$ cat src/opc_bus_pkg.sv
`default_nettype none

package opc_bus_pkg;

   // Processor bus word and word address
   typedef logic [15:0] data_t;
   typedef logic [15:0] addr_t;

   // One serial character
   typedef logic [7:0] byte_t;

   // Even register of the UART pair
   // Status at fe08, data at fe09
   localparam addr_t UART_BASE = 16'hfe08;

   // Bit positions in the UART status word
   localparam int UART_STATUS_RX_FULL = 0;
   localparam int UART_STATUS_TX_BUSY = 1;

   // Returned when nothing is selected
   localparam data_t IDLE_DATA = 16'hffff;

endpackage

`default_nettype wire
$ cat src/bus_decode.sv
`timescale 1ns/1ps
`default_nettype none

module bus_decode
   import opc_bus_pkg::*;
#(
   parameter int RAMSIZE = 12
)
(
   input  addr_t address,
   input  data_t ram_dout,
   input  data_t uart_dout,
   output logic  ram_cs_b,
   output logic  uart_cs_b,
   output data_t din
);

   logic uart_sel;
   logic ram_sel;
   logic [15-RAMSIZE:0] upper;

   // Address bits above the RAM window
   assign upper = address[15:RAMSIZE];

   // UART pair, bit 0 picks the register
   assign uart_sel = ({address[15:1], 1'b0} == UART_BASE);

   // RAM mirrored at bottom and top of the map
   // UART wins where the two overlap
   assign ram_sel = ((upper == '0) || (&upper)) && !uart_sel;

   assign uart_cs_b = !uart_sel;
   assign ram_cs_b  = !ram_sel;

   // Read data back to the processor
   always_comb
   begin
      if (uart_sel)
         din = uart_dout;
      else if (ram_sel)
         din = ram_dout;
      else
         din = IDLE_DATA;
   end

endmodule

`default_nettype wire

$ cat config.mk
export PLATFORM = sky130hd
export DESIGN_NAME = bus_decode
export DESIGN_NICKNAME = d
export VERILOG_FILES = /design/src/opc_bus_pkg.sv /design/src/bus_decode.sv
export SDC_FILE = /design/constraint.sdc
export NUM_CORES = 1
export LEC_CHECK = 0
export ABC_AREA = 0
export BUFFER_PORTS_ARGS = -buffer_cell sky130_fd_sc_hd__clkbuf_2
export CAP_MARGIN = 20
export CORE_MARGIN = 10
export CORE_UTILIZATION = 26
export DETAILED_ROUTE_END_ITERATION = 8
export GPL_ROUTABILITY_DRIVEN = 0
export PLACE_DENSITY = 0.88
export SYNTH_ARGS = -nofsm -noshare
export SYNTH_HDL_FRONTEND = slang
export SYNTH_SLANG_ARGS = --single-unit
$ cat constraint.sdc
create_clock -name vclk -period 2.5
set_clock_uncertainty 0.05 [all_clocks]
set_input_delay 0.5 -clock vclk [all_inputs]
set_output_delay 0.5 -clock vclk [all_outputs]
set_load 0.05 [all_outputs]
# --- Word-level counts from Yosys, hierarchy flattened ---
# Index checks and enable logic that the tools add are counted.
op_classes:
  n_mux: 2
  eq_ne: 1
  n_reduce_logical: 6
op_table:
  columns: ["op", "n"]
  rows:
  - ["$mux W16", 2]
  - ["$eq A15 B15 Y1 const B", 1]
  - ["$logic_not A4 Y1", 1]
  - ["$reduce_and A4 Y1", 1]
  - ["$logic_not A1 Y1", 2]
  - ["$logic_and A1 B1 Y1", 1]
  - ["$logic_or A1 B1 Y1", 1]
totals:
  elab_cells: 9
  out_inout_bits: 18
  reg_bits: 0
  inputBits: 48

# --- Logic depth before layout (Yosys ltp) ---
depth:
  word_depth: 5
  depth_mapped: 5
  mapped_depth_nobuf: 3

# --- Least setup slack after synthesis ---
# No wires, ideal clock.
synth_timing:
  path_kind: "input-to-output"
  from: "input address[1]"
  to: "output din[0]"
  slack_ps: -708
  path_buffers: 2
  t_required_ps: 1950
  path_stages: 5
  t_arrival_ps: 2658
  path_cell_list: "or4_1 > or4_1 > buf_6 > buf_12 > mux2i_1"
synth_between:
  elab_chain_cells: 5
synth_rtl:
  columns: ["element", "line_no", "rtl"]
  rows:
  - ["from (decl)", "bus_decode.sv:10", "input addr_t address,"]
  - ["$eq A15 B15 Y1", "bus_decode.sv:26", "assign uart_sel = ({address[15:1], 1'b0} == UART_BASE);"]
  - ["$logic_not A1 Y1", null, null]
  - ["via uart_cs_b", "bus_decode.sv:14", "output logic uart_cs_b,"]
  - ["$logic_and A1 B1 Y1", "bus_decode.sv:30", "assign ram_sel = ((upper == '0) || (&upper)) && !uart_sel;"]
  - ["$mux W16", "bus_decode.sv:40", "else if (ram_sel)"]
  - ["$mux W16", "bus_decode.sv:38", "if (uart_sel)"]
  - ["to (decl)", "bus_decode.sv:15", "output data_t din"]
# The timed path passes the listed nets, and every way through them passes these cells.

# --- Final worst setup path ---
layout_timing:
  from: "input address[7]"
  to: "output din[4]"
layout_between:
  elab_chain_cells: 5
layout_rtl:
  columns: ["element", "line_no"]
  rows:
  - ["$eq A15 B15 Y1 (*)", "bus_decode.sv:26"]
  - ["$logic_not A1 Y1", "bus_decode.sv:30"]
  - ["$logic_and A1 B1 Y1", "bus_decode.sv:30"]
  - ["$mux W16", "bus_decode.sv:40"]
  - ["$mux W16 (*)", "bus_decode.sv:38"]
# Mark *: on every way between the ends. The rest lies on a longest branch, timed or not.

==> impl_metrics.json <==
{
  "yosys.cell_types.count": 11,
  "grt_overflow": 0,
  "design.final.nets": 178,
  "area_of_the_die_um2": 3495,
  "vias_per_instance": 5.271,
  "placementRows": 14,
  "first_global_vias": 863,
  "slew_viol_final": 0,
  "result_of_the_run": "finished with violations",
  "postLayoutSetupSlackWorst_ps": -326.3,
  "timing.final.crit_share_pct": 113.1,
  "core_region_area_um2": 1471,
  "die-width_um": 59.12,
  "drtIter0Drc": 33,
  "dpl-instance-area_um2": 1146,
  "endpoint_kind": "output port",
  "timing.critical_path.max_delay_family": "simple AND/OR/NAND/NOR gates",
  "synth.area.top_cells": "sky130_fd_sc_hd__mux2i_1, sky130_fd_sc_hd__a21oi_1, sky130_fd_sc_hd__inv_1",
  "worstHoldStart": "uart_dout[7]",
  "power.density_cell_area_nw_per_um2": 123.8,
  "worstHoldPathType": "primary input to output port",
  "vias": 759,
  "max-slew-margin-rel_pct": 80.08,
  "cpMaxStageDelayCell": "sky130_fd_sc_hd__or4_4",
  "synthesis.nets": 109,
  "placement.setup.worst_slack_ps": -541.4,
  "grt-busiest-layer": "met2",
  "dp_hpwl_um": 2145,
  "critPathMaxStageDelay_ps": 600,
  "areaGrowthSynthToFinish_pct": 228.9,
  "grt_max_degree": 18,
  "path_buf_inv": 3,
  "timing_worst_slew_pin_value_ps": 298.7,
  "synth.largest_area_cell": "sky130_fd_sc_hd__mux2i_1",
  "syn_area_um2": 397.9,
  "drive_above_1_share_pct": 71.09,
  "ioPinCount": 66,
  "post-synth-top-area-fraction_pct": 40.25,
  "timing.critical_path.arrival_ps": 2280,
  "count_of_hold_buffers_inserted_by_post_cts_repair": 0,
  "post-route-min-period_ps": 2826,
  "detail_route.first_pass.iterations": 4,
  "routed_wire_length_per_instance_um": 22.42,
  "seqCellArea_um2": 0,
  "drc": 0,
  "critPathKind": "primary input to output port",
  "number_of_hold_violations_in_the_final_report": 0,
  "worst-path-stages": 6,
  "clkbuf_count": 0,
  "die_height_um": 59.12,
  "syn-mean-instance-area_um2": 6.523,
  "numSequentialCells": 0,
  "max-vdd-ir-drop_v": 0.00009141,
  "power.leakage_uw": 0.0006590,
  "port-buffer-count": 65,
  "groute.usage.overall_pct": 14.88,
  "synth_warnings": 0,
  "fraction_of_the_yosys_area_taken_by_sequential_cells_pct": 0,
  "gr-usage-met1_pct": 13.33,
  "start_kind": "primary input",
  "antenna_left": 0,
  "final_cell_area_um2": 1309,
  "met3_capacity_usage_during_global_routing_pct": 5.150,
  "floorplan.initialDensity_pct": 27.04,
  "failing_checks": "setup timing",
  "max-cap-violations": 0,
  "use_met2_pct": 31.08,
  "critical_path.max_fanout": 7,
  "setup_repair_after_global_routing_missed_its_margin": "yes",
  "cp_data_required_time_ps": 1950,
  "wl_um": 3228,
  "postSynthCellCount": 61,
  "finalSetupViolCount": 18,
  "crit_start": "address[7]",
  "count_of_antenna_diodes_in_the_layout": 0,
  "endpoint": "din[4]",
  "critical_path.cell_chain": "clkbuf_2 -> or4_4 -> or4_4 -> buf_12 -> mux2i_4 -> buf_12",
  "max_clock_freq_mhz": 353.8,
  "number_of_antenna_violations_at_the_first_check_in_global_routing": 0,
  "wire_length_of_the_first_global_routing_pass_um": 4140
}
-- how the worst min path moves through the flow --
stage	end	cells after the start	slack (ps)
2_1_floorplan	din[0]	2	1150
3_3_place_gp	din[9]	4	1310
3_5_place_dp	din[11]	4	1310
4_1_cts	din[11]	4	1320
5_1_grt	din[7]	4	1350
6_report	din[7]	4	1330
-- through the flow --
step | hold slack [ps] | power (uW) | utilization (%) | instances | TNS (ps)
after floorplan | 1151 | 66.35 | - | 61 | -5519
after global placement | 1309 | 143.2 | 77.89 | 141 | -7484
after detailed placement | 1314 | 148.2 | 77.89 | 141 | -8819
after CTS | 1322 | 155.8 | 88.18 | 143 | -5272
after global routing | 1347 | 168.3 | 88.95 | 144 | -5940
final | 1335 | 162.0 | 88.95 | 144 | -5411
-- power by group --
group          internal [uW]  total, uW  switching, uW
logic                   78.8        162           83.2
registers                  0          0              0
clock network              0          0              0
-- worst min-delay path, delay by kind of cell --
family | cells | cell delay [ps]
buf+inv | 3 | 310
mux | 1 | 80
-- cells in the final DEF (no fill, tap or decap) --
master                       n
sky130_fd_sc_hd__buf_4       2
sky130_fd_sc_hd__or4bb_1     1
sky130_fd_sc_hd__buf_6       1
sky130_fd_sc_hd__nand4_1     1
sky130_fd_sc_hd__buf_16      1
sky130_fd_sc_hd__buf_12     19
sky130_fd_sc_hd__nand2_1     1
sky130_fd_sc_hd__clkbuf_16   1
sky130_fd_sc_hd__nand3b_1    1
sky130_fd_sc_hd__a21oi_1    16
sky130_fd_sc_hd__clkbuf_2   47
sky130_fd_sc_hd__or4_4       2
sky130_fd_sc_hd__mux2i_4    16
sky130_fd_sc_hd__or4_1       1
sky130_fd_sc_hd__buf_8       1
sky130_fd_sc_hd__inv_1      16
sky130_fd_sc_hd__nand2_8     1
-- cell usage after synthesis --
master,instances
sky130_fd_sc_hd__clkbuf_1,3
sky130_fd_sc_hd__mux2i_1,16
sky130_fd_sc_hd__buf_6,1
sky130_fd_sc_hd__buf_12,1
sky130_fd_sc_hd__or4bb_1,1
sky130_fd_sc_hd__nand4_1,1
sky130_fd_sc_hd__or4_1,3
sky130_fd_sc_hd__nand3b_1,1
sky130_fd_sc_hd__nand2_1,2
sky130_fd_sc_hd__inv_1,16
sky130_fd_sc_hd__a21oi_1,16
-- final cells by class --
cell class	count	area (um2)
multi-input cells	40	519.2
inverters	16	60.06
well taps	16	20.02
repair buffers	72	709.4
fillers	69	162.7
-- logic make-up after synthesis --
| logic type | share of synthesized area [%] |
|---|---|
| buf+inv | 25.79 |
| compound gates | 20.13 |
| mux | 40.25 |
| simple gates | 13.84 |
-- routing by layer --
layer  wire length, um  part of all wire (%)  up-vias
met5                 0                     0        -
met4                55                   1.7        0
met3               296                   9.2        6
met2              1802                    56       57
met1              1074                    33      355
li1                  -                     -      341
-- repair_timing --
action                                  4_1_cts  5_1_grt
endpoints found under the hold margin         0        0
gates cloned                                  1        0
endpoints found under the setup margin       18       18
pin swaps                                     2        0
buffers inserted                              1        1
gates resized for setup                      16        1
Note: power is estimated with default switching activity, not from simulation.
