[config.mk]
export PLATFORM = sky130hd
export DESIGN_NAME = uart_regs
export DESIGN_NICKNAME = d
export VERILOG_FILES = /design/src/opc_bus_pkg.sv /design/src/uart_regs.sv /design/src/uart_rx.sv /design/src/uart_tx.sv
export SDC_FILE = /design/constraint.sdc
export NUM_CORES = 1
export LEC_CHECK = 0
export ABC_AREA = 1
export BUFFER_PORTS_ARGS = -buffer_cell sky130_fd_sc_hd__buf_2
export CORE_MARGIN = 3
export CORE_UTILIZATION = 60
export DETAILED_ROUTE_END_ITERATION = 7
export MAX_ROUTING_LAYER = met4
export PLACE_DENSITY = 0.87
export SYNTH_ARGS = -nofsm -noshare
export SYNTH_HDL_FRONTEND = slang
export SYNTH_SLANG_ARGS = --single-unit
[constraint.sdc]
create_clock -name clk -period 4.1 [get_ports clk]
set_clock_uncertainty 0.05 [all_clocks]
set_input_delay 0.205 -clock clk [delete_from_list [all_inputs] [get_ports clk]]
set_output_delay 0.205 -clock clk [all_outputs]
set_load 0.03 [all_outputs]
[src/opc_bus_pkg.sv]
`default_nettype none

package opc_bus_pkg;

   // Processor bus word and word address
   typedef logic [15:0] data_t;
   typedef logic [15:0] addr_t;

   // One serial character
   typedef logic [7:0] byte_t;

   // Even register of the UART pair
   // Status at fe08, data at fe09
   localparam addr_t UART_BASE = 16'hfe08;

   // Bit positions in the UART status word
   localparam int UART_STATUS_RX_FULL = 0;
   localparam int UART_STATUS_TX_BUSY = 1;

   // Returned when nothing is selected
   localparam data_t IDLE_DATA = 16'hffff;

endpackage

`default_nettype wire
[src/uart_regs.sv]
`timescale 1ns/1ps
`default_nettype none

module uart_regs
   import opc_bus_pkg::*;
#(
   parameter int CLKSPEED = 40000000,
   parameter int BAUD     = 115200
)
(
   input  wire   clk,
   input  wire   reset_b,
   input  wire   cs_b,
   input  wire   rnw,
   input  wire   a0,
   input  data_t din,
   output data_t dout,
   input  wire   rxd,
   output logic  txd
);

   logic  tx_start;
   byte_t tx_data;
   logic  tx_busy;
   logic  rx_valid;
   byte_t rx_data;
   logic  rx_full;
   byte_t rx_buf;
   logic  data_wr;
   logic  data_rd;
   logic  busy_flag;

   // Bus accesses to the data register
   assign data_wr = !cs_b && !rnw && a0;
   assign data_rd = !cs_b && rnw && a0;

   // Launch cycle counts as busy too, so polling never misses it
   assign busy_flag = tx_busy || tx_start;

   // Control flags
   always_ff @(posedge clk)
   begin
      if (!reset_b)
      begin
         tx_start <= 1'b0;
         rx_full  <= 1'b0;
      end
      else
      begin
         // One cycle launch, writes while busy are dropped
         tx_start <= data_wr && !busy_flag;
         // New byte beats a clearing read
         if (rx_valid)
            rx_full <= 1'b1;
         else if (data_rd)
            rx_full <= 1'b0;
      end
   end

   // Character registers
   always_ff @(posedge clk)
   begin
      if (data_wr && !busy_flag)
         tx_data <= din[7:0];
      // Unread byte is overwritten
      if (rx_valid)
         rx_buf <= rx_data;
   end

   // Status word or received byte
   always_comb
   begin
      dout = '0;
      if (a0)
         dout[7:0] = rx_buf;
      else
      begin
         dout[UART_STATUS_RX_FULL] = rx_full;
         dout[UART_STATUS_TX_BUSY] = busy_flag;
      end
   end

   uart_tx #(
      .CLKSPEED (CLKSPEED),
      .BAUD     (BAUD)
   ) uart_tx0 (
      .clk      (clk),
      .reset_b  (reset_b),
      .tx_start (tx_start),
      .tx_data  (tx_data),
      .tx_busy  (tx_busy),
      .txd      (txd)
   );

   uart_rx #(
      .CLKSPEED (CLKSPEED),
      .BAUD     (BAUD)
   ) uart_rx0 (
      .clk      (clk),
      .reset_b  (reset_b),
      .rxd      (rxd),
      .rx_valid (rx_valid),
      .rx_data  (rx_data)
   );

endmodule

`default_nettype wire

[src/uart_rx.sv]
`timescale 1ns/1ps
`default_nettype none

module uart_rx
   import opc_bus_pkg::*;
#(
   parameter int CLKSPEED = 40000000,
   parameter int BAUD     = 115200
)
(
   input  wire   clk,
   input  wire   reset_b,
   input  wire   rxd,
   output logic  rx_valid,
   output byte_t rx_data
);

   localparam int BIT_PERIOD = CLKSPEED / BAUD;
   localparam int HALF       = BIT_PERIOD / 2;
   localparam int CW         = $clog2(BIT_PERIOD + 1);

   typedef enum logic [1:0] {RX_IDLE, RX_START, RX_DATA, RX_STOP} rx_state_t;

   rx_state_t     state;
   // Two stage synchronizer plus one bit of history
   logic          rxd_s1;
   logic          rxd_s2;
   logic          rxd_s3;
   logic [CW-1:0] cnt;
   logic [2:0]    bit_idx;
   byte_t         shift;
   logic          centre;

   // Bit centre, counted from the previous centre
   assign centre = (cnt == CW'(BIT_PERIOD - 1));

   always_ff @(posedge clk)
   begin
      if (!reset_b)
      begin
         rxd_s1   <= 1'b1;
         rxd_s2   <= 1'b1;
         rxd_s3   <= 1'b1;
         state    <= RX_IDLE;
         cnt      <= '0;
         bit_idx  <= '0;
         rx_valid <= 1'b0;
      end
      else
      begin
         rxd_s1   <= rxd;
         rxd_s2   <= rxd_s1;
         rxd_s3   <= rxd_s2;
         rx_valid <= 1'b0;
         cnt      <= cnt + 1'b1;
         case (state)
            RX_IDLE:
            begin
               cnt <= '0;
               // High to low marks a start bit
               if (rxd_s3 && !rxd_s2)
                  state <= RX_START;
            end
            RX_START:
            begin
               // Still low half a bit in, else a glitch
               if (cnt == CW'(HALF - 1))
               begin
                  cnt     <= '0;
                  bit_idx <= '0;
                  state   <= rxd_s2 ? RX_IDLE : RX_DATA;
               end
            end
            RX_DATA:
            begin
               if (centre)
               begin
                  cnt     <= '0;
                  bit_idx <= bit_idx + 3'd1;
                  if (bit_idx == 3'd7)
                     state <= RX_STOP;
               end
            end
            default:
            begin
               // Framing error drops the byte
               if (centre)
               begin
                  rx_valid <= rxd_s2;
                  state    <= RX_IDLE;
               end
            end
         endcase
      end
   end

   // Byte assembly, LSB arrives first
   always_ff @(posedge clk)
   begin
      if (state == RX_DATA && centre)
         shift <= {rxd_s2, shift[7:1]};
      if (state == RX_STOP && centre)
         rx_data <= shift;
   end

endmodule

`default_nettype wire

[src/uart_tx.sv]
`timescale 1ns/1ps
`default_nettype none

module uart_tx
   import opc_bus_pkg::*;
#(
   parameter int CLKSPEED = 40000000,
   parameter int BAUD     = 115200
)
(
   input  wire   clk,
   input  wire   reset_b,
   input  wire   tx_start,
   input  byte_t tx_data,
   output logic  tx_busy,
   output logic  txd
);

   // Clocks per serial bit
   localparam int BIT_PERIOD = CLKSPEED / BAUD;
   localparam int CW         = $clog2(BIT_PERIOD + 1);

   logic [CW-1:0] period_cnt;
   logic [3:0]    bit_idx;
   // Data bits with the stop bit parked on top
   logic [8:0]    shift;
   logic          period_end;

   assign period_end = (period_cnt == CW'(BIT_PERIOD - 1));

   always_ff @(posedge clk)
   begin
      if (!reset_b)
      begin
         tx_busy    <= 1'b0;
         txd        <= 1'b1;
         period_cnt <= '0;
         bit_idx    <= '0;
      end
      else if (!tx_busy)
      begin
         if (tx_start)
         begin
            // Start bit goes out straight away
            tx_busy    <= 1'b1;
            txd        <= 1'b0;
            period_cnt <= '0;
            bit_idx    <= '0;
         end
      end
      else if (period_end)
      begin
         period_cnt <= '0;
         // Index 9 is the stop bit, frame done after it
         if (bit_idx == 4'd9)
            tx_busy <= 1'b0;
         else
         begin
            txd     <= shift[0];
            bit_idx <= bit_idx + 4'd1;
         end
      end
      else
         period_cnt <= period_cnt + 1'b1;
   end

   // LSB first, ones fill in behind
   always_ff @(posedge clk)
   begin
      if (tx_start && !tx_busy)
         shift <= {1'b1, tx_data};
      else if (tx_busy && period_end)
         shift <= {1'b1, shift[8:1]};
   end

endmodule

`default_nettype wire

* After elaboration in Yosys (flattened, before gate mapping)
Cells that the tools add are included.
** Word-level totals
- Logic and storage cells :: 98
- Register bits after elaboration :: 75
- Output and inout bits :: 17
** Cells by class
- Add/sub/neg operators :: 4
- Eq/ne operators :: 14
- Bitwise gates (word level) :: 2
- Reductions and logical operators :: 26
- Mux-type cells :: 34
** Operator list (number)
- two-way mux 9 bit :: 5
- one-hot mux 9 bit (3 select lines) :: 1
- adder 9 x 1 -> 9 bit (second input constant) :: 2
- equality test 9 bit (second input constant) :: 2
- two-way mux 4 bit :: 4
- two-way mux 8 bit :: 2
- two-way mux 2 bit :: 7
- logical AND 1 bit :: 10
- two-way mux 1 bit :: 10
- equality test 9 x 8 -> 1 bit (second input constant) :: 1
- inequality test 2 x 1 -> 1 bit (second input constant) :: 4
- nonzero test 2 bit :: 4
- two-way mux 3 bit :: 2
- two-way mux 6 bit :: 1
- one-hot mux 2 bit (3 select lines) :: 1
- one-hot mux 3 bit (2 select lines) :: 1
- AND reduction 3 bit :: 2
- logical NOT 1 bit :: 5
- AND reduction 5 bit :: 1
- OR reduction 5 bit :: 1
- adder 4 x 1 -> 4 bit (second input constant) :: 1
- equality test 2 bit (second input constant) :: 2
- equality test 4 bit (second input constant) :: 1
- inequality test 2 bit (second input constant) :: 2
- 7 further kinds :: 8

* Longest topological paths before layout
- Depth after elaboration :: 5
- Depth in mapped cells :: 10

* Cells and area by module
Synthesis repeated with hierarchy kept, for this count alone.
** Second synthesis, totals
- Cells, all modules :: 357
- Area total of the unflattened synthesis :: 3398.3 um^2
** Modules (own cells, without submodules)
- uart_rx :: sequential area each 840.8 um^2, cells each 145, area each 1435.1 um^2, times used 1
- uart_tx :: sequential area each 540.5 um^2, cells each 158, area each 1241.2 um^2, times used 1
- uart_regs :: sequential area each 520.5 um^2, cells each 54, area each 721.9 um^2, times used 1

* Worst setup path before layout
Ideal clock, no wire load.
- Path type :: flip-flop to flip-flop
- Start :: register uart_tx0.tx_busy
- End :: register tx_data[0], enable pin
- Required time :: 3.667 ns
- Stages on the path, launching flop included :: 4
- Path slack :: 2.349 ns
- Data arrival time :: 1.317 ns
- Cells stage by stage :: dfxtp_1 > nor2_2 > inv_2 > nor3_1
** Between the ends
- Longest elaborated chain between the ends :: 3
** RTL lines
- start: declaration :: RTL line uart_tx.sv:15 : output logic tx_busy,
- start signal: assignment :: RTL line uart_tx.sv:35 : tx_busy <= 1'b0;
- start signal: assignment :: RTL line uart_tx.sv:45 : tx_busy <= 1'b1;
- start signal: assignment :: RTL line uart_tx.sv:56 : tx_busy <= 1'b0;
- logical OR 1 bit :: RTL line uart_regs.sv:38 : assign busy_flag = tx_busy || tx_start;
- logical NOT 1 bit :: RTL line uart_regs.sv:63 : if (data_wr && !busy_flag)
- logical AND 1 bit :: RTL line uart_regs.sv:63
- end signal: assignment :: RTL line uart_regs.sv:64 : tx_data <= din[7:0];
- end: declaration :: RTL line uart_regs.sv:23 : byte_t tx_data;
Every way passes these cells.
A chain may end at the register's enable or synchronous reset.

* Worst setup path after layout
- Start :: register uart_tx0.tx_busy
- End :: register tx_data[3], enable pin
Same word-level chain as after synthesis.

==> results.json <==
{
  "status": "finished, final reports clean",
  "ant_nets": 0,
  "synth_edf_count": 40,
  "ir_worst_vdd_uv": 390,
  "cp-startpoint": "uart_tx0.tx_busy",
  "core_region_area_sq_um": 5300,
  "rsz0062_at_grt": "false",
  "synth_top_cells_by_count": "nand2_1 (84), inv_1 (54), edfxtp_1 (40)",
  "yosysWarnings": 0,
  "cts_sinks": 75,
  "root_buffer": "clkbuf_8",
  "post_cts_resize_count": 0,
  "power_density_nw_per_um2": 463,
  "cts_hold_buf": 8,
  "cts_tree": "done",
  "grt-ovfl-total": 0,
  "power_uw": 1780,
  "critPathRequiredTime_ns": 4.02,
  "worstSkewPairLatency_ns": 0.34,
  "ys_types": 37,
  "grt_usage_pct": 21.1,
  "drv_cap": 0,
  "fillers": 385,
  "avgSynthCellArea_sq_um": 9.25,
  "synth_most_common_cell": "nand2_1",
  "grt_max_degree": 23,
  "io_pins": 39,
  "gp_congestion": 0.865,
  "synthTopCellsByArea": "edfxtp_1 (35%), dfxtp_1 (20%), nand2_1 (9.2%)",
  "reg2reg_to": "tx_data[3]",
  "tns_ns": 0,
  "met3_length_microns": 321,
  "maxSlewViolCount": 0,
  "htreeDepth": 3,
  "io_buffers": 22,
  "max-slew-margin-rel_pct": 28.3,
  "r2r_slack_ns": 1.66,
  "antenna_found_initial": 0,
  "layout-drive-gt1-share_pct": 15.0,
  "area_growth_pct": 12.3,
  "fin_crit_ns": 2.44,
  "rows": 26,
  "async_flop_share_pct": 0,
  "grt_pass1_vias": 2298,
  "diodes": 0,
  "num_vias": 2463,
  "ys.flop_type": "edfxtp_1",
  "drtPass1Iterations": 5,
  "hold_path.class": "input pin to register",
  "initial_core_util_pct": 64.7,
  "timing.rr.start": "uart_tx0.tx_busy",
  "reg2reg_depth": 3,
  "arrival_ns": 2.36,
  "clk_path_buf_depth": 2,
  "yosys.area.top_type_share_pct": 35.0,
  "clk_pin_slew_ns": 0.08,
  "netlist_area_sq_um": 3430,
  "grt_pass1_wl_mm": 10.3,
  "vias_per_cell": 5.11,
  "synth_top_cell_by_area": "edfxtp_1",
  "hold_ws_ns": 0.0222,
  "die_y_microns": 81.6,
  "top_layer": "met4",
  "cts_buffers": 9,
  "drc": 0,
  "path_class": "register to register",
  "endpoint": "tx_data[3]",
  "fin_nets": 443,
  "start_kind": "register",
  "dr_wl_met2_mm": 3.06,
  "wl_met1_mm": 2.64,
  "min_period_over_period_pct": 59.6,
  "fp.dieW_microns": 81.6,
  "tightest_slew_ns": 1.07,
  "hold_viol_final": 0,
  "clock.fmax_mhz": 409,
  "synth-seq-cells": 75,
  "post_cts_buffers": 0,
  "dp_hpwl_mm": 4.02,
  "yosysSeqAreaShare_pct": 55.4,
  "cp-end-kind": "register",
  "wl_per_cell_microns": 12.7,
  "p_leak_uw": 0.00163,
  "routed_wl_mm": 6.11,
  "setup_viol": 0,
  "drt_first_iter_violations": 163,
  "die_area_sq_um": 6660,
  "cp_max_fo": 12,
  "postSynthCellCount": 371
}
## cells in the final DEF, fill, tap and decap left out, types with 2 or more instances in the layout
cell / n
xor2_1: 2
nor2_1: 34
nand3_2: 2
clkbuf_8: 9
edfxtp_1: 40
ha_1: 14
a21oi_1: 13
inv_1: 54
nand2_4: 2
dfxtp_1: 35
conb_1: 8
nand2_2: 4
buf_2: 22
o21ai_0: 10
o21ai_1: 2
or2_1: 3
dlygate4sd3_1: 9
nor2_2: 4
nand3_4: 2
nand3_1: 13
clkinv_4: 2
nand2_1: 84
inv_2: 4
o22ai_1: 2
clkinvlp_4: 2
or2_2: 3
nand4_1: 16
nor3_1: 3
## layout make-up
cell class,count,area [sq um],area share (%)
clock buffer,10,128,3.31
clock inverter,6,66.3,1.72
multi-input combinational,232,1250,32.5
timing repair buffer,31,200,5.19
inverter,58,218,5.65
sequential,75,1900,49.4
tap,70,87.6,2.27
## sequential cells by signal, indices dropped and copies added (netlist names)
signal,cells
tx_start,1
uart_rx0.rxd_s3,1
uart_rx0.rx_data,8
uart_tx0.period_cnt,9
uart_tx0.bit_idx,4
uart_rx0.rx_valid,1
uart_rx0.state,2
uart_rx0.cnt,9
uart_tx0.tx_busy,1
uart_rx0.rxd_s1,1
uart_rx0.bit_idx,3
rx_full,1
rx_buf,8
uart_rx0.rxd_s2,1
uart_tx0.txd,1
tx_data,8
uart_rx0.shift,8
uart_tx0.shift,8
## how the worst min path moves through the flow
| stage | startpoint | to | cells after the start |
|---|---|---|---|
| global placement | din[4] | tx_data[4] | 1 |
| CTS | din[5] | tx_data[5] | 1 |
| global route | rnw | tx_start | 2 |
| finish | rnw | tx_start | 2 |
| detailed placement | din[1] | tx_data[1] | 1 |
| floorplan | rnw | tx_start | 1 |
## stage by stage
step                std cells  area (sq um)  setup slack (ns)  utilization (%)
finish                    482          3850              1.66             72.7
global route              482          3850              1.45             72.7
CTS                       481          3840              1.64             72.5
detailed placement        457          3570              1.70             67.3
global placement          457          3570              1.75             67.3
floorplan                 378          3460              2.35                -
## metal layers
layer  vias up  track usage, %
met5         -               -
li1       1257               -
met1      1132            24.7
met4         0            8.64
met2        60            35.6
met3        14            4.39
## critical path, cell delays in order (launching register included)
cell and delay, ns:
dfxtp_1 0.51, nor2_2 0.49, inv_2 0.17, nor3_1 0.85
## where the power goes
group	internal, uW	leakage (uW)	total [uW]	switching [uW]
Clock	281	0.0000901	551	270
Sequential	824	0.000646	856	31.1
Combinational	136	0.000894	376	240
Total	1240	0.00163	1780	542
## cell families (layout without fill, tap and decap cells)
| family | after synthesis | after routing | synth area share (%) |
|---|---|---|---|
| other | 1 | 8 | 0.109 |
| buffers and inverters | 71 | 105 | 8.83 |
| DFF | 75 | 75 | 55.4 |
| AOI/OAI and AO/OA | 30 | 30 | 4.74 |
| adders and majority gates | 14 | 14 | 5.11 |
| and+or+nand+nor | 176 | 176 | 24.7 |
| xor gates and xnor gates | 3 | 3 | 0.766 |
| muxes | 1 | 1 | 0.328 |
No activity file was read; power rests on OpenSTA's default activity.
