## src/board_control.sv

```systemverilog
`timescale 1ns/1ps
`default_nettype none

module board_control #(
   parameter int COUNTER_BITS = 24
)
(
   input  wire  clk,
   input  wire  reset_b,
   input  wire  sw1_1,
   input  wire  sw1_2,
   input  wire  sw2_1,
   input  wire  sw2_2,
   output logic sys_reset_b,
   output logic led1,
   output logic led2,
   output logic led3,
   output logic led4
);

   // Heartbeat, slow enough to see on the board
   logic [COUNTER_BITS-1:0] counter;

   // Reset switch registered onto the clock
   always_ff @(posedge clk)
   begin
      sys_reset_b <= reset_b;
   end

   always_ff @(posedge clk)
   begin
      if (!sys_reset_b)
         counter <= '0;
      else
         counter <= counter + 1'b1;
   end

   // Top four counter bits, each forced on by its switch
   assign led1 = counter[COUNTER_BITS-1] | sw2_1;
   assign led2 = counter[COUNTER_BITS-2] | sw2_2;
   assign led3 = counter[COUNTER_BITS-3] | sw1_1;
   assign led4 = counter[COUNTER_BITS-4] | sw1_2;

endmodule

`default_nettype wire

```

## config.mk

```make
export PLATFORM = sky130hd
export DESIGN_NAME = board_control
export DESIGN_NICKNAME = d
export VERILOG_FILES = /design/src/board_control.sv
export SDC_FILE = /design/constraint.sdc
export NUM_CORES = 1
export LEC_CHECK = 0
export ABC_AREA = 1
export ABC_CLOCK_PERIOD_IN_PS = 1300
export BUFFER_PORTS_ARGS = -buffer_cell sky130_fd_sc_hd__buf_2
export CAP_MARGIN = 20
export CORE_ASPECT_RATIO = 1.2
export CORE_MARGIN = 3
export CORE_UTILIZATION = 50
export DETAILED_ROUTE_END_ITERATION = 12
export GPL_TIMING_DRIVEN = 0
export HOLD_SLACK_MARGIN = 0.03
export PLACE_DENSITY_LB_ADDON = 0.12
export SLEW_MARGIN = 5
export SYNTH_ARGS = -nofsm -noshare
export SYNTH_HDL_FRONTEND = slang
export SYNTH_SLANG_ARGS = --single-unit
```

## constraint.sdc

```tcl
create_clock -name clk -period 1.3 [get_ports clk]
set_input_delay 0.065 -clock clk [delete_from_list [all_inputs] [get_ports clk]]
set_output_delay 0.065 -clock clk [all_outputs]
set_load 0.01 [all_outputs]
```

[After elaboration in Yosys (flattened, before gate mapping)]
Cells that the tools add are included.
Storage, ports and cells
  register bits: 25
  bits of input ports: 6
  output and inout bits: 5
  logic and storage cells: 7
Operators by class
  $add $sub $neg: 1
  bitwise gates (word level): 4
Operators with widths (count)
  $add A24 B1 Y24 const B: 1
  $or A1 B1 Y1: 4

[Logic depth before layout (Yosys ltp)]
Gate-level depths: netlist (run 1).
  depth in word-level cells: 1
  gate-level depth with buffers: 8
  gate-level depth less buffers: 8

[Worst setup path before layout (run 1)]
No wires, ideal clock.
  path kind: flip-flop to flip-flop
  start: reg counter[0]
  end: reg counter[18]
  library setup time: 0.113 ns
  data arrival time: 1.104 ns
  data required time: 1.187 ns
  path slack: 0.083 ns
  cell stages (with the launch flop): 9
  path buffers: 0
  clock period less this slack: 1.217 ns
  cells stage by stage: dfxtp_1 > ha_1 > nand2_1 > nor2_2 > nand3_1 > nor2_1 > nand2_1 > nand2_1 > nor2_1
On the way
  longest elaborated chain between the ends: 1
RTL lines
  start: declaration: line 22  | logic [COUNTER_BITS-1:0] counter;
  start signal: assignment: line 35  | counter <= counter + 1'b1;
  $add A24 B1 Y24: line 35
Every way passes these cells.
A chain may end at the register's enable or synchronous reset.

[Worst setup path in the final report (run 1)]
  start: reg counter[0]
  end: reg counter[19]
The elaborated chain is that of the path after synthesis.

==> results of run 1 <==
## registers in the layout (all words and copies together) (netlist names)
signal and flops:
sys_reset_b 1, counter 24
## power by group
group          internal (mW)  total, mW  switching, mW
sequential             0.777      0.789         0.0123
combinational         0.0364     0.0720         0.0356
clock                  0.120      0.346          0.226
## through the flow
stage          setup WS, ns  power, mW
2_1_floorplan        0.0832      0.838
3_3_place_gp        -0.0621      0.858
3_5_place_dp         -0.109      0.861
4_1_cts             0.00500       1.21
5_1_grt             -0.0348       1.26
6_report             0.0530       1.21
## layer usage
layer / global-route usage [%] / vias up
li1: - / 595
met1: 21.4 / 512
met2: 31.2 / 13
met3: 2.99 / 4
met4: 8.08 / 0
met5: 0 / -
## timing repair
item	4_1_cts	5_1_grt
pin swaps	4	12
buffers inserted	2	4
endpoints found under the hold margin	1	0
endpoints found under the setup margin	7	12
gates resized for setup	14	29
hold buffers	1	0
## worst max-delay path: stages (launching register included)
cell and delay, ns:
dfxtp_2 0.38, buf_4 0.12, inv_2 0.04, nor2_4 0.18, nand2_4 0.09, nor2_4 0.15
nand3_1 0.09, nand2_1 0.07, nor2_1 0.04
## placed cells by master (no fill, tap or decap), types with 4 or more instances in the layout
master / count
nand2_1: 40
nor2_1: 34
inv_1: 14
dfxtp_2: 14
dfxtp_1: 11
a21oi_1: 10
buf_2: 10
nor2_4: 9
nand3_1: 8
nor2_2: 6
buf_4: 6
xor2_1: 5
or2_2: 4
nand3_2: 4
## final timing paths
check | startpoint | slack [ns] | depth (start not counted) | to
worst min register to register | counter[8] | 0.49 | 2 | counter[8]
worst min-delay path | sw1_1 | 0.39 | 3 | led3
worst max-delay path | counter[0] | 0.05 | 8 | counter[19]
worst max register to register | counter[0] | 0.05 | 8 | counter[19]
## kinds of logic (layout without fill, tap and decap cells)
group,count (synthesis),in the layout,synth area share (%)
xor gates and xnor gates,5,5,3.65
DFF,25,25,41.7
AOI/OAI and AO/OA,16,16,7.09
adders and majority gates,1,1,1.04
buffers and inverters,17,38,5.32
and+or+nand+nor,113,113,41.2
## layout make-up
class | count | share of cell area, %
repair buffers | 17 | 7.05
plain buffers | 1 | 0.252
multi-input cells | 135 | 49.7
clock buffers | 4 | 1.76
inverters | 16 | 4.03
flip-flops and latches | 25 | 34.7
well taps | 30 | 2.52
==> summary.txt, run 1 <==
STA
  – Final Hold Viols: 0
  – Period utilisation layout: a little over nine tenths
  – Max-slew violations: 0
  – Achievable Freq: between 0.8 and 0.9 GHz
  – Slew Limit Headroom: ~70%
  – Endpoints failing setup: 0
  – Post-layout min period: between 1 and 1.5 ns
  – WHS: 0.392 ns
  – RSZ-0062 raised after global routing: true
  – Final clock skew: between 0.006 and 0.007 ns
  – Setup tns final: 0 ns
  – Tightest Pin Transition: around 0.44 ns

GRT
  – Largest net degree at the start of global routing: 14
  – Total track usage: 17.8%
  – Via count of the first global-routing pass: around 980
  – Antenna violations before repair: 0
  – GRT Residual Overflow: 0
  – Global-route wire length before repair: between 4000 and 5000 um

Routing
  – Final ANT Viol Nets: 0
  – DR top layer: met4
  – DRC Markers: 0
  – WL per Instance: between 10 and 15 um
  – Met3 WL: 75 um
  – Metal2 WL: approximately 1300 um
  – Vias/cell: slightly below 5
  – Drt total wl: between 2000 and 2500 um
  – Met1 Routed Length: 1070 um
  – Initial DRC Count: 31
  – Router iterations before antenna repair: 4
  – Via count: approximately 1100

CTS
  – TritonCTS clock tree: yes
  – Root Driver: clkbuf_4
  – Num CTS Buffers: 3
  – Clock Sinks: 25
  – H-Tree Depth: 1
  – Clock transition at path regs: around 0.13 ns
  – Clock buffer depth: 2
  – Clk_lat worst skew: about 0.32 ns

Logic synthesis
  – Yosys Warn Count: 0
  – Area contributors post-synth: dfxtp_1 42%, nand2_1 13%, nor2_1 13%, nand3_1 5.0%, inv_1 4.7%
  – Post-synth top area share: between 40% and 50%
  – Synthesized Nets: between 150 and 200
  – Synth Register Bits: 25
  – Syn_area_per_cell: between 6 and 7 um2
  – Post-synth EDFFs: 0
  – Most common cell in the netlist: nand2_1
  – Sequential area share after synthesis: between 40% and 50%
  – Synth cell types: 17
  – Yosys top cell by area: dfxtp_1
  – Commonest cells in the netlist: 43 x nand2_1, 42 x nor2_1, 25 x dfxtp_1, 15 x inv_1, 12 x nand3_1
  – Syn Inst Count: 177
  – Area of the mapped netlist: approximately 0.0012 mm2
  – Post-synth ARST share: 0%
  – Dominant synthesized flop cell: dfxtp_1

Layout
  – Area of the multi-input gates: around 740 um2
  – Non-Filler Instances: roughly 230
  – Layout fillers: 199
  – Area added between synthesis and finish: 24.3%
  – Design area: 0.00149 mm2
  – Flip-flop and latch area: approximately 520 um2
  – Layout Utilization: between 60% and 70%
  – NumNets Final: 206
  – ANT cells: 0
  – Share of cells above drive strength 1: between 30% and 40%

Floorplan
  – Die area: between 0.003 and 0.004 mm2
  – Cell Rows: 18
  – Die height: 59.7 um
  – Die X: between 50 and 60 um
  – Initial Utilization: about 55%
  – Core box area: roughly 0.0022 mm2
  – IO Pins: 11

Placement
  – Port buffer count: 10
  – Dpl hpwl: ~1800 um
  – Placed cell areas: 0.00129 mm2
  – # placed instances: 217
  – RePlAce Congestion: about 0.8

Power
  – PwrDens: approximately 810 mW/mm2
  – Peak VDD IR: slightly below 0.9 mV
  – Lkg Pwr: 0.569 nW

Flow run
  – # Max-Cap Violations: 0

Critical path
  – Critical Path AT: between 1 and 1.5 ns
  – Kind of critical path: reg2reg
  – Worst EP required: roughly 1.5 ns
  – Critical-path maximum fanout: 6
  – Crit path capture type: flip-flop
  – CP Launch Type: flip-flop

Status
  – Status: complete, no violations

Hold path
  – Min-Delay Path Class: in2out
Power figures use the tool's default switching activity.
==> inputs of run 2 (changes only) <==
- CORE_ASPECT_RATIO: 1.2 -> 0.9
- SLEW_MARGIN: 5 -> not set
==> summary.txt, run 2 (synthesis gave the netlist of run 1 again) <==
CTS
  – TritonCTS clock tree: yes
  – Clock transition at path regs: between 0.1 and 0.15 ns
  – Root Driver: clkbuf_4
  – Clk_lat worst skew: between 0.3 and 0.4 ns
  – H-Tree Depth: 1
  – Clock buffer depth: 2
  – Clock Sinks: 25
  – Num CTS Buffers: 3

Power
  – Peak VDD IR: about 0.87 mV
  – Lkg Pwr: about 0.57 nW
  – PwrDens: ~800 mW/mm2
  – Final Total Pwr: about 1.2 mW

Routing
  – Via count: 1150
  – Router iterations before antenna repair: 4
  – DRC Markers: 0
  – WL per Instance: 11.3 um
  – Drt total wl: between 2000 and 3000 um
  – Final ANT Viol Nets: 0
  – Initial DRC Count: 62
  – Vias/cell: roughly 5.0

Critical path
  – Worst Reg-to-Reg Cells: 8
  – Critical-path maximum fanout: 4
  – CP max stage delay: 0.37 ns
  – Critical Path Stages: 8
  – Crit path buffers/inverters: 0
  – Kind of critical path: reg2reg
  – CP Launch Type: flip-flop
  – Crit path capture: counter[18]
  – R2r endpoint: counter[18]
  – Most common cell on crit path: nand2_1
  – Critical Path AT: ~1.5 ns
  – Critical path's slowest cell: dfxtp_2
  – Crit Reg-Reg Startpoint: counter[1]
  – R2R Setup Slk: between 0.06 and 0.07 ns
  – Crit path capture type: flip-flop
  – Worst EP required: ~1.5 ns
  – Worst-path cell chain: ha_4, nand2_4, nor2_4, nand3_2, nor2_2, nand2_1, nand2_1, nor2_1
  – Largest delay contributor family on the critical path: simple AND/OR/NAND/NOR gates
  – Crit. Startpoint: counter[1]

Layout
  – NumNets Final: ~210
  – Most frequent cells in the layout: 39 x nand2_1, 36 x nor2_1, 15 x inv_1, 14 x dfxtp_2, 11 x dfxtp_1
  – Flip-flop and latch area: around 520 um2
  – Share of cells above drive strength 1: around a third
  – Most common cell after layout, fill and taps aside: nand2_1
  – Area added between synthesis and finish: 24.4%
  – Largest Register: counter
  – Area of the multi-input gates: 718 um2
  – Max reg flops: 24
  – Non-Filler Instances: between 200 and 250
  – ANT cells: 0
  – Largest regs: counter: 24 flops, sys_reset_b: 1 flops
  – Layout fillers: 203

Floorplan
  – Die X: between 50 and 60 um
  – IO Pins: 11
  – Die area: ~0.0030 mm2
  – Cell Rows: 16
  – Die height: 52.5 um
  – Initial Utilization: a little over half
  – Core box area: 0.00222 mm2

STA
  – Endpoints failing setup: 0
  – Post-layout min period: around 1.2 ns
  – Final clock skew: about 0.017 ns
  – Period utilisation layout: a little over nine tenths
  – Slew Limit Headroom: between 80% and 90%
  – Final Hold Viols: 0
  – Max-slew violations: 0
  – Achievable Freq: slightly above 0.8 GHz
  – Tightest Pin Transition: 0.220 ns
  – RSZ-0062 raised after global routing: true

Flow run
  – # Max-Cap Violations: 0

GRT
  – Global routing's busiest layer: met2
  – GR Layer Usage met1: approximately a quarter
  – Antenna violations before repair: 0
  – Met2 Use GR: 31.4%
  – Largest net degree at the start of global routing: 14
  – GRT Residual Overflow: 0
  – Via count of the first global-routing pass: 1006
  – Met3 global-route usage: 5.17%
  – Global-route wire length before repair: between 4000 and 5000 um
  – Total track usage: 18.7%

Hold path
  – Hold path startpoint: reset_b
  – Min-Delay Path Class: in2reg

Placement
  – # placed instances: 214
  – Port buffer count: 10
  – Dpl hpwl: between 1500 and 2000 um
  – RePlAce Congestion: between 0.8 and 0.9

Status
  – Status: complete, no violations
==> run 2: how the worst min path moves through the flow <==
| stage | to | slack (ns) | cells past startpoint |
|---|---|---|---|
| finish | sys_reset_b | 0.38 | 2 |
| global route | sys_reset_b | 0.36 | 2 |
| CTS | sys_reset_b | 0.36 | 2 |
| floorplan | sys_reset_b | 0.09 | 0 |
| global placement | sys_reset_b | 0.17 | 1 |
| detailed placement | sys_reset_b | 0.17 | 1 |
==> run 2: where the power goes <==
group	total (mW)	switching (mW)	internal, mW
clock network	0.349	0.229	0.120
registers	0.790	0.0133	0.777
logic	0.0728	0.0360	0.0368
total	1.21	0.278	0.934
==> run 2: cell type report <==
cell class	instances	share of cell area, %
clock buffers	4	1.76
repair buffers	20	8.55
multi-input cells	135	48.1
flip-flops and latches	25	34.7
well taps	27	2.26
plain buffers	1	0.335
inverters	16	4.27
==> run 2: metal layers <==
metal  part of all wire, %  routed length, um
met5                     0                  0
met1                    47               1220
met3                   3.8                 98
met4                  0.51                 13
met2                    48               1240
==> run 2: timing repair <==
item / 4_1_cts / 5_1_grt
setup buffers: 2 / 7
endpoints found under the setup margin: 7 / 16
gates resized for setup: 12 / 26
pin swaps: 3 / 10
hold endpoints to repair: 1 / 0
hold buffers: 1 / 0
==> run 2: stage by stage <==
step	utilization [%]	TNS [ns]	hold WS, ns	instance area [um2]	setup WS, ns
6_report	67.2	0	0.378	1490	0.0611
4_1_cts	61.7	-0.00152	0.365	1370	-0.00152
2_1_floorplan	-	0	0.0927	1200	0.0832
3_5_place_dp	57.8	-0.370	0.169	1280	-0.140
3_3_place_gp	57.8	-0.137	0.168	1280	-0.0587
5_1_grt	67.2	-0.168	0.358	1490	-0.0719
==> inputs of run 3 (changes only) <==
- MAX_ROUTING_LAYER: not set -> met4
==> summary.txt, run 3 (synthesis gave the netlist of run 1 again) <==
Critical path
  – Worst EP required: ~1.5 ns
  – R2r endpoint: counter[18]
  – Critical-path maximum fanout: 4
  – Critical Path AT: around 1.5 ns
  – Crit Reg-Reg Startpoint: counter[1]
  – Kind of critical path: reg2reg
  – Crit path capture type: flip-flop
  – R2R Setup Slk: ~0.061 ns
  – Worst Reg-to-Reg Cells: 8
  – CP Launch Type: flip-flop

STA
  – Post-layout min period: around 1.2 ns
  – Max-slew violations: 0
  – PnR worst setup slack: between 0.06 and 0.07 ns
  – Slew Limit Headroom: 85.3%
  – Setup tns final: 0 ns
  – Final clock skew: roughly 0.017 ns
  – WHS: approximately 0.38 ns
  – Achievable Freq: ~0.8 GHz
  – Endpoints failing setup: 0
  – Tightest Pin Transition: roughly 0.22 ns
  – Period utilisation layout: a little over nine tenths
  – RSZ-0062 raised after global routing: true
  – Final Hold Viols: 0

GRT
  – Via count of the first global-routing pass: roughly 1000
  – Total track usage: 19.2%
  – Antenna violations before repair: 0
  – GRT Residual Overflow: 0
  – Largest net degree at the start of global routing: 14
  – Global-route wire length before repair: around 4300 um

CTS
  – Num CTS Buffers: 3
  – Clock buffer depth: 2
  – Clock Sinks: 25
  – Clock transition at path regs: ~0.14 ns
  – Root Driver: clkbuf_4
  – Clk_lat worst skew: approximately 0.33 ns
  – TritonCTS clock tree: yes
  – H-Tree Depth: 1

Placement
  – Dpl hpwl: ~1800 um
  – Port buffer count: 10
  – RePlAce Congestion: between 0.8 and 0.9
  – Setup slack at placement: -0.140 ns

Hold path
  – Min-Delay Path Class: in2reg
  – WHS Endpoint: sys_reset_b
  – Hold depth: 2
  – Hold path startpoint: reset_b

Floorplan
  – Die X: between 50 and 60 um
  – Core box area: roughly 0.0022 mm2
  – IO Pins: 11
  – Die area: a little over 0.003 mm2
  – Initial Utilization: a little over half
  – Cell Rows: 16
  – Die height: between 50 and 60 um

Routing
  – Drt total wl: approximately 2600 um
  – DRC Markers: 0
  – WL per Instance: ~11 um
  – Vias/cell: 5.03
  – Via count: around 1100
  – Initial DRC Count: 60
  – Final ANT Viol Nets: 0
  – Router iterations before antenna repair: 4

Layout
  – Largest regs: counter: 24 flops, sys_reset_b: 1 flops
  – ANT cells: 0
  – Most frequent cells in the layout: 39 x nand2_1, 36 x nor2_1, 15 x inv_1, 14 x dfxtp_2, 11 x dfxtp_1
  – NumNets Final: between 200 and 250
  – Largest Register: counter
  – Layout Utilization: around 67%
  – Most common cell after layout, fill and taps aside: nand2_1
  – Share of cells above drive strength 1: ~32%
  – Area added between synthesis and finish: 24.4%
  – Max reg flops: 24

Power
  – PwrDens: roughly 810 mW/mm2
  – Lkg Pwr: roughly 0.57 nW
  – Final Total Pwr: 1.21 mW
  – Peak VDD IR: 0.868 mV

Status
  – Status: complete, no violations

Flow run
  – # Max-Cap Violations: 0
run 3: cell counts in the layout (fill, tap and decap cells not counted):
Identical to the previous run, type by type.
run 3: stage by stage:
| step | std cells | cell area [um2] |
|---|---|---|
| 4_1_cts | 221 | 1370 |
| 3_3_place_gp | 214 | 1280 |
| 2_1_floorplan | 177 | 1200 |
| 5_1_grt | 228 | 1490 |
| 6_report | 228 | 1490 |
| 3_5_place_dp | 214 | 1280 |
run 3: layout make-up:
class,instances,area (um2)
Fill cell,203,729
Multi-Input combinational cell,135,718
Sequential cell,25,518
Timing Repair Buffer,20,128
Inverter,16,63.8
Tap cell,27,33.8
Clock buffer,4,26.3
Buffer,1,5.00
run 3: where the power goes:
part           total (mW)  switching (mW)  internal [mW]
Combinational      0.0728          0.0360         0.0368
Sequential          0.790          0.0133          0.777
Clock               0.349           0.229          0.120
run 3: worst max-delay path, cell delays in order, from the launching register on:
cell and delay, ns:
dfxtp_2 0.37, ha_4 0.15, nand2_4 0.06, nor2_4 0.16, nand3_2 0.14, nor2_2 0.13, nand2_1 0.06, nand2_1 0.05
nor2_1 0.04
run 3: per-layer routing:
layer,share of wire [%],global-route usage [%],wire length [um]
met1,48,24.1,1220
met2,48,31.4,1240
met3,3.6,5.17,92
met4,0.51,3.47,13
met5,0,-,0
run 3: repair_timing:
action	4_1_cts	5_1_grt
endpoints found under the setup margin	7	16
pin swaps	3	10
cloned	0	0
hold buffers	1	0
setup buffers	2	7
endpoints found under the hold margin	1	0
gates resized for setup	12	26
run 3: worst max-delay path by stage:
stage                     startpoint     endpoint  slack (ns)  depth (start not counted)
after detailed placement  counter[0]  counter[18]       -0.14                          8
final                     counter[1]  counter[18]        0.06                          8
after global placement    counter[0]  counter[18]       -0.06                          8
after global routing      counter[1]  counter[18]       -0.07                          8
after floorplan           counter[0]  counter[18]        0.08                          8
after CTS                 counter[0]  counter[18]      -0.002                          8
